**src/source/stats_cfg.svh**
```systemverilog
`ifndef STATS_CFG_SVH
`define STATS_CFG_SVH

//////////////////////////////////////////////////////////////////////
// Statistics block configuration
//////////////////////////////////////////////////////////////////////

// Width of every event counter in bits
`define STATS_CNT_W 16

// Register stages between the live count and the read path
// Zero hands the live count straight to the readout
`define STATS_STAGES 1

// Number of independent counters
`define STATS_NUM 4

`endif

```
**src/source/stats_pkg.sv**
```systemverilog
`include "stats_cfg.svh"

package stats_pkg;

  //////////////////////////////////////////////////////////////////////
  // Shared types of the statistics block
  //////////////////////////////////////////////////////////////////////

  // One counter value, wraps at 2**STATS_CNT_W
  typedef logic [`STATS_CNT_W-1:0] stat_cnt_t;

  // Counter index, kept at least one bit wide for a single counter
  typedef logic [(`STATS_NUM > 1 ? $clog2(`STATS_NUM) : 1)-1:0] stat_idx_t;

  // One strobe bit per counter
  typedef logic [`STATS_NUM-1:0] stat_vec_t;

endpackage

```
**src/source/stats_if.sv**
```systemverilog
`timescale 1ns/1ps

interface stats_if;

  // Strobes into one counter
  logic clear;
  logic inc;
  logic dec;

  // Delayed count out of the counter
  stats_pkg::stat_cnt_t cnt;

  // Counter side sees the strobes and owns the count
  modport counter (
    input  clear,
    input  inc,
    input  dec,
    output cnt
  );

  // Readout side owns the clear and samples the count
  modport ctrl (
    output clear,
    input  cnt
  );

endinterface

```
**src/source/stats_counter.sv**
```systemverilog
`timescale 1ns/1ps
`include "stats_cfg.svh"

module stats_counter (
  input logic     clk,
  input logic     rst_n,
  stats_if.counter port
);

  //////////////////////////////////////////////////////////////////////
  // Live count
  //////////////////////////////////////////////////////////////////////

  stats_pkg::stat_cnt_t cnt_live;

  // Clear beats both strobes while inc and dec together cancel out
  always_ff @(posedge clk) begin
    if (!rst_n) begin
      cnt_live <= '0;
    end else if (port.clear) begin
      cnt_live <= '0;
    end else if (port.inc && !port.dec) begin
      cnt_live <= cnt_live + 1'b1; // Wraps to zero past all ones
    end else if (port.dec && !port.inc) begin
      cnt_live <= cnt_live - 1'b1; // Wraps to all ones below zero
    end
  end

  //////////////////////////////////////////////////////////////////////
  // Output pipeline toward the read path
  //////////////////////////////////////////////////////////////////////

  generate
    if (`STATS_STAGES == 0) begin : g_direct

      assign port.cnt = cnt_live;

    end else begin : g_pipe

      stats_pkg::stat_cnt_t cnt_pipe [`STATS_STAGES];

      for (genvar s = 0; s < `STATS_STAGES; s++) begin : g_stage
        if (s == 0) begin : g_first
          always_ff @(posedge clk) begin
            if (!rst_n) begin
              cnt_pipe[s] <= '0;
            end else begin
              cnt_pipe[s] <= cnt_live;
            end
          end
        end else begin : g_next
          always_ff @(posedge clk) begin
            if (!rst_n) begin
              cnt_pipe[s] <= '0;
            end else begin
              cnt_pipe[s] <= cnt_pipe[s-1];
            end
          end
        end
      end

      assign port.cnt = cnt_pipe[`STATS_STAGES-1]; // Oldest stage

    end
  endgenerate

  //////////////////////////////////////////////////////////////////////
  // Checks
  //////////////////////////////////////////////////////////////////////

  // The strobes come from outside this block and must be resolved
  a_strobes_known : assert property (
    @(posedge clk) disable iff (!rst_n)
      !$isunknown({port.clear, port.inc, port.dec})
  ) else $error("stats_counter: unknown strobe");

endmodule

```
**src/source/stats_readout.sv**
```systemverilog
`timescale 1ns/1ps
`include "stats_cfg.svh"

module stats_readout (
  input  logic                 clk,
  input  logic                 rst_n,
  input  logic                 rd_en,
  input  stats_pkg::stat_idx_t rd_addr,
  input  logic                 rd_clear,
  input  logic                 clear_all,
  output logic                 rd_valid,
  output stats_pkg::stat_cnt_t rd_data,
  stats_if.ctrl                stats [`STATS_NUM]
);

  stats_pkg::stat_cnt_t cnt_arr [`STATS_NUM];
  stats_pkg::stat_cnt_t sel_cnt;

  //////////////////////////////////////////////////////////////////////
  // Per-counter clear and count gathering
  //////////////////////////////////////////////////////////////////////

  generate
    for (genvar i = 0; i < `STATS_NUM; i++) begin : g_chan
      // Clear-on-read hits only the addressed counter
      assign stats[i].clear = clear_all |
                              (rd_en & rd_clear & (rd_addr == stats_pkg::stat_idx_t'(i)));

      assign cnt_arr[i] = stats[i].cnt;
    end
  endgenerate

  // An address past the last counter reads as zero
  always_comb begin
    sel_cnt = '0;
    for (int i = 0; i < `STATS_NUM; i++) begin
      if (rd_addr == stats_pkg::stat_idx_t'(i)) begin
        sel_cnt = cnt_arr[i];
      end
    end
  end

  //////////////////////////////////////////////////////////////////////
  // Read response register
  //////////////////////////////////////////////////////////////////////

  always_ff @(posedge clk) begin
    if (!rst_n) begin
      rd_valid <= 1'b0;
      rd_data  <= '0;
    end else begin
      rd_valid <= rd_en; // One-cycle pulse per read
      if (rd_en) begin
        rd_data <= sel_cnt; // Value before any clear of the same cycle
      end
    end
  end

  //////////////////////////////////////////////////////////////////////
  // Checks
  //////////////////////////////////////////////////////////////////////

  a_addr_range : assert property (
    @(posedge clk) disable iff (!rst_n)
      rd_en |-> (rd_addr < `STATS_NUM)
  ) else $error("stats_readout: read address out of range");

endmodule

```
**src/source/stats_top.sv**
```systemverilog
`timescale 1ns/1ps
`include "stats_cfg.svh"

module stats_top (
  input  logic                 clk,
  input  logic                 rst_n,

  // Per-cycle event strobes, one bit per counter
  input  stats_pkg::stat_vec_t evt_inc,
  input  stats_pkg::stat_vec_t evt_dec,

  // Global clear
  input  logic                 clear_all,

  // Read request
  input  logic                 rd_en,
  input  stats_pkg::stat_idx_t rd_addr,
  input  logic                 rd_clear,

  // Read response, one cycle after rd_en
  output logic                 rd_valid,
  output stats_pkg::stat_cnt_t rd_data
);

  //////////////////////////////////////////////////////////////////////
  // Counter array
  //////////////////////////////////////////////////////////////////////

  stats_if stats [`STATS_NUM] ();

  generate
    for (genvar i = 0; i < `STATS_NUM; i++) begin : g_cnt

      // Event strobes go straight in, the readout owns the clear
      assign stats[i].inc = evt_inc[i];
      assign stats[i].dec = evt_dec[i];

      stats_counter u_counter (
        .clk  (clk),
        .rst_n(rst_n),
        .port (stats[i])
      );

    end
  endgenerate

  //////////////////////////////////////////////////////////////////////
  // Readout
  //////////////////////////////////////////////////////////////////////

  stats_readout u_readout (
    .clk      (clk),
    .rst_n    (rst_n),
    .rd_en    (rd_en),
    .rd_addr  (rd_addr),
    .rd_clear (rd_clear),
    .clear_all(clear_all),
    .rd_valid (rd_valid),
    .rd_data  (rd_data),
    .stats    (stats)
  );

endmodule
```
**config.mk**
```make
export PLATFORM = sky130hd
export DESIGN_NAME = stats_top
export DESIGN_NICKNAME = d
export VERILOG_FILES = /design/src/source/stats_pkg.sv /design/src/source/stats_if.sv /design/src/source/stats_counter.sv /design/src/source/stats_readout.sv /design/src/source/stats_top.sv
export VERILOG_INCLUDE_DIRS = /design/src /design/src/source
export SDC_FILE = /design/constraint.sdc
export NUM_CORES = 1
export LEC_CHECK = 0
export BUFFER_PORTS_ARGS = -buffer_cell sky130_fd_sc_hd__buf_2
export CAP_MARGIN = 5
export CORE_AREA = 2 2 124 114
export CTS_BUF_LIST = sky130_fd_sc_hd__clkbuf_16
export DETAILED_ROUTE_END_ITERATION = 10
export DIE_AREA = 0 0 126 116
export GPL_ROUTABILITY_DRIVEN = 0
export GPL_TIMING_DRIVEN = 0
export HOLD_SLACK_MARGIN = 0.12
export PLACE_DENSITY_LB_ADDON = 0.3
export SYNTH_ARGS = -nofsm -noshare
export SYNTH_HDL_FRONTEND = slang
export SYNTH_SLANG_ARGS = --single-unit
```
**constraint.sdc**
```tcl
create_clock -name clk -period 7.27 [get_ports clk]
set_clock_uncertainty 0.15 [all_clocks]
set_input_delay 1.0905 -clock clk [delete_from_list [all_inputs] [get_ports clk]]
set_output_delay 1.0905 -clock clk [all_outputs]
set_load 0.03 [all_outputs]
```
---- Word-level counts from Yosys, hierarchy flattened ----
Memories as Yosys holds them, arrays and structs flattened.
Index checks and enable logic that the tools add are counted.
cells by class
  $add $sub $neg .......................... 8
  multiply operators ...................... 0
  div/mod/pow operators ................... 0
  $lt $le $gt $ge ......................... 0
  equal/unequal tests ..................... 3
  shift-type cells ........................ 0
  muxes and demuxes ....................... 22
  bitwise operators ....................... 10
  reductions and logical operators ........ 29
operators with widths
  kind                                                 number
  2-to-1 mux 16 bit                                    16
  adder 16 x 1 -> 16 bit, second input constant        4
  OR reduction 16 bit                                  4
  subtractor 16 x 1 -> 16 bit, second input constant   4
  logical AND 1 bit                                    8
  zero test 1 bit                                      8
  nonzero test 2 bit                                   4
  OR reduction 2 bit                                   4
  2-to-1 mux 1 bit                                     6
  AND 1 bit                                            5
  equality test 2 bit, second input constant           2
  OR 1 bit                                             4
  equality test 2 x 1 -> 1 bit, second input constant  1
  zero test 2 bit                                      1
  NOT 1 bit                                            1
word-level totals
  register bits after elaboration ......... 81
  latch bits .............................. 0
  bits in writable memories ............... 64
  memory bits (read-only) ................. 0
  input bits .............................. 15
  output and inout port bits .............. 17
  logic and storage cells ................. 82
  memories ................................ 4
memories
  name                                words  bits a word  read ports  clocked after Yosys merged registers in  write ports  RTL line             source
  g_cnt[0].u_counter.g_pipe.cnt_pipe  1      16           1           0                                        1            stats_counter.sv:40  stats_pkg::stat_cnt_t cnt_pipe [`STATS_STAGES];
  g_cnt[1].u_counter.g_pipe.cnt_pipe  1      16           1           0                                        1            stats_counter.sv:40
  g_cnt[2].u_counter.g_pipe.cnt_pipe  1      16           1           0                                        1            stats_counter.sv:40
  g_cnt[3].u_counter.g_pipe.cnt_pipe  1      16           1           0                                        1            stats_counter.sv:40

---- Depth between registers and ports, before layout ----
  depth after elaboration ................. 5
  gate-level depth with buffers ........... 12
  mapped depth without buffers ............ 11

---- Cells and area by module ----
A second synthesis with hierarchy kept.
second synthesis, totals
  cell total of the unflattened synthesis .. 923
  area total of the unflattened synthesis .. 8379.3 sq um
modules (own cells, without submodules)
  module                               times used  cells an instance  area each (sq um)  seq. area each (sq um)
  stats_counter at g_cnt[2].u_counter  1           218                1929.4             640.6
  stats_counter at g_cnt[0].u_counter  1           216                1834.3             640.6
  stats_counter at g_cnt[1].u_counter  1           200                1775.5             640.6
  stats_counter at g_cnt[3].u_counter  1           188                1734.2             640.6
  stats_readout                        1           101                1106.1             340.3

---- Least setup slack after synthesis ----
OpenSTA, ideal clock, no wires.
  path type ............................... input -> register
  start point ............................. in evt_dec[1]
  end point ............................... reg g_cnt[1].u_counter.cnt_live[15]
  setup time .............................. 0.116 ns
  data arrival time ....................... 3.330 ns
  required time ........................... 7.004 ns
  setup slack ............................. 3.674 ns
  stages .................................. 10
  path buffers ............................ 0
  cell sequence ........................... inv_1 ha_1 inv_1 ha_1 a211oi_1 o21ai_2 a31oi_1 nor4_1 or4_1 and3_1
on the way
  cells in the longest elaborated chain, start to end .. 3
  elaborated cells between the ends (all ways) .. 5
  classes of those cells .................. 1 x mux; 4 x reduce/logical
RTL lines
  element                                                  RTL line             source
  start, declared                                          stats_top.sv:10      input stats_pkg::stat_vec_t evt_dec,
  zero test 1 bit                                          stats_counter.sv:22  end else if (port.inc && !port.dec) begin
  logical AND 1 bit                                        stats_counter.sv:22
  2-to-1 mux 16 bit or nonzero test 2 bit (tied branches)  n/a
  end signal, assigned                                     stats_counter.sv:23  cnt_live <= cnt_live + 1'b1;
  end signal, assigned                                     stats_counter.sv:25  cnt_live <= cnt_live - 1'b1;
  end, declared                                            stats_counter.sv:14  stats_pkg::stat_cnt_t cnt_live;
Several ways; a longest one is shown, not always the timed one.
A chain may end at the register's enable or synchronous reset.

---- Final worst setup path ----
  start point ............................. in evt_inc[1]
  end point ............................... reg g_cnt[1].u_counter.cnt_live[12]
on the way
  cells in the longest elaborated chain, start to end .. 3
  elaborated cells between the ends (all ways) .. 5
  classes of those cells .................. 1 x mux; 4 x reduce/logical
RTL lines
  element                       RTL line             source
  start, declared               stats_top.sv:9       input stats_pkg::stat_vec_t evt_inc,
  zero test 1 bit               stats_counter.sv:24  end else if (port.dec && !port.inc) begin
  logical AND 1 bit             stats_counter.sv:24
  nonzero test 2 bit (no line)  n/a
Several ways; a longest one is shown, not always the timed one.

==> results.json <==
{
  "cts_num_sinks": 145,
  "rr_worst_depth": 9,
  "setup_violations": 0,
  "final_cell_mix": "dfxtp_1, nor2_1, and2_1",
  "critical_path.max_stage_delay_ps": 450,
  "maxCapViolCount": 0,
  "max_freq_mhz": 267,
  "synth-edff-count": 0,
  "seq_area_frac_synth_pct": 35.6,
  "io_buffers": 31,
  "worst_pin_slew_ps": 777,
  "drive_gt1_share_pct": 9.80,
  "p_int_uw": 1520,
  "root_buffer": "clkbuf_16",
  "die_x_um": 126,
  "gr-total-overflow": 0,
  "p_switching_uw": 739,
  "die-area_mm2": 0.0146,
  "post_cts_buffers": 0,
  "wl_per_cell_um": 16.8,
  "ys_seq_elements": 145,
  "pwr-share-seq_pct": 38.9,
  "clk_pin_slew_worst_paths_ps": 70,
  "yosys_warnings": 0,
  "worst_setup_path_start_kind": "primary input",
  "whs_path_depth": 2,
  "rsz0062_at_grt": "no",
  "drc": 0,
  "hold_viol": 0,
  "first_pass_iters": 5,
  "crit_required_ps": 7430,
  "relSlewSlack_pct": 48.2,
  "holdBufCountCts": 0,
  "drtIter0Drc": 508,
  "diodes": 0,
  "cp.arrival_ps": 3900,
  "drtAntennaViolNets": 0,
  "pin_count": 32,
  "powerDensity_mw_per_mm2": 249,
  "grt_max_degree": 18,
  "synth.area.top_cells": "dfxtp_1, ha_1, and2_1",
  "slew_viol_final": 0,
  "cp_max_fo": 16,
  "hpwl_um": 14300,
  "synth-main-ff-cell": "dfxtp_1",
  "core_mm2": 0.0132,
  "cts_tree": "yes",
  "wl_met1_um": 9070,
  "power_frac_clock_pct": 37.1,
  "start_util_pct": 61.8,
  "cp-end-kind": "flip-flop",
  "power.leakage_uw": 0.00403,
  "power_uw": 2260,
  "top_layer": "met4",
  "fin_tns_setup_ps": 0,
  "avgSynthCellArea_um2": 8.90,
  "synth_cells": 917,
  "grt_pass1_vias": 6133,
  "rows": 40,
  "die_y_um": 116,
  "path_cells": "buf_2, ha_1, inv_1, ha_1, nor2b_1, o21a_1, o21ai_0, a21oi_1, a221oi_1, mux2i_1, nand2_1",
  "cts_buffers": 17,
  "via_per_inst": 5.97,
  "final_nets": 1050,
  "synth_top_area_cell": "dfxtp_1",
  "syn_area_mm2": 0.00816,
  "htree_levels": 4,
  "crit_top_cell": "ha_1",
  "clk_latency_ps": 420,
  "cts_buffer_depth": 2,
  "path_class": "primary input to flip-flop",
  "period_share_pct": 51.5,
  "vias": 6857,
  "pwr-share-comb_pct": 24.1,
  "cts_resized": 0,
  "wl_met2_um": 8700,
  "layout_commonest_cell": "dfxtp_1",
  "outcome": "finished, final reports clean",
  "hp-class": "flip-flop to flip-flop",
  "sw_frac_of_total_pct": 32.7,
  "routed_wl_um": 19300,
  "antenna_found_initial": 0,
  "syn_nets": 1000,
  "syn2layout_area_growth_pct": 11.4,
  "crit_path_top_delay_cell": "inv_1",
  "synth_top_cell_area_share_pct": 35.6,
  "synth_cell_types": 62,
  "grtUsageTotal_pct": 26.6,
  "grt_pass1_wl_um": 31000,
  "finalCriticalPeriod_ps": 3740,
  "vdd_ir_drop_max_mv": 0.196,
  "ys_async_sr_fraction_pct": 0,
  "wl_met3_um": 1150
}
layer usage:
layer  vias to the layer above  track usage (%)
li1                       3364                -
met1                      3250             37.0
met2                       212             43.2
met3                        31             4.85
met4                         0             7.40
met5                         -                0
layout make-up:
type / instances / area (um^2)
clock buffer: 17 / 425
buffer: 46 / 180
multi-input combinational: 699 / 4970
tap: 168 / 210
sequential: 145 / 2900
fill: 1055 / 4130
inverter: 27 / 101
clock inverter: 15 / 136
timing repair buffer: 31 / 155
flip-flops by register name, indices dropped and copies added, names as in the netlist:
signal,cells
g_cnt.u_counter.cnt_live,64
g_cnt.u_counter.g_pipe.cnt_pipe,64
u_readout.rd_data,16
u_readout.rd_valid,1
cells in the mapped netlist (all sizes together), types with 2 or more instances:
cell,number
a211oi,13
a21boi,2
a21o,24
a21oi,67
a221oi,3
a311oi,2
a31oi,9
and2,70
and3,7
buf,7
clkbuf,39
dfxtp,145
fa,4
ha,64
inv,27
mux2i,34
mux4,16
nand2,58
nand2b,10
nand3,16
nand4,9
nor2,81
nor2b,28
nor3,22
nor3b,4
nor4,7
nor4b,3
o211a,4
o211ai,3
o21a,8
o21ai,48
o21bai,5
o221ai,2
o22ai,4
o31a,3
o31ai,8
o41ai,2
or2,2
or3,9
xnor2,16
xor2,20
kinds of logic after synthesis:
logic type | Yosys count | synth area share [%]
AOI/OAI and AO/OA | 213 | 16.6
xor gates and xnor gates | 36 | 3.86
DFF | 145 | 35.6
buffers and inverters | 73 | 3.45
adders and majority gates | 68 | 10.8
muxes | 51 | 8.73
and+or+nand+nor | 331 | 21.0
critical path: cells and delay by family:
family | cells | cell delay [ps]
buffers and inverters | 2 | 550
AND/OR/NAND/NOR | 2 | 220
multiplexers | 1 | 250
AO/OA/AOI/OAI | 4 | 1150
adder cells (fa/ha/maj) | 2 | 630
power groups by stage:
| stage | sequential, uW | combinational, uW | clock, uW |
|---|---|---|---|
| 2_1_floorplan | 882 | 430 | 0 |
| 3_3_place_gp | 895 | 522 | 0 |
| 3_5_place_dp | 896 | 532 | 0 |
| 4_1_cts | 879 | 538 | 841 |
| 5_1_grt | 883 | 606 | 876 |
| 6_report | 880 | 544 | 839 |
per-stage QoR:
step	setup slack [ps]	std cells	hold WS, ps	utilization (%)	instance area [um^2]
after floorplan	3670	917	289	-	8160
after global placement	3180	1116	320	64.5	8520
after detailed placement	3100	1116	327	64.5	8520
after CTS	3560	1148	341	68.8	9090
after global routing	3260	1148	364	68.8	9090
final	3530	1148	345	68.8	9090
worst paths after layout:
check	start	to	slack [ps]
worst min register to register	g_cnt[0].u_counter.cnt_live[12]	g_cnt[0].u_counter.cnt_live[12]	350
worst max register to register	g_cnt[3].u_counter.cnt_live[0]	g_cnt[3].u_counter.cnt_live[14]	4390
worst min-delay path	g_cnt[0].u_counter.cnt_live[12]	g_cnt[0].u_counter.cnt_live[12]	350
worst max-delay path	evt_inc[1]	g_cnt[1].u_counter.cnt_live[12]	3530
Power figures use the tool's default switching activity.
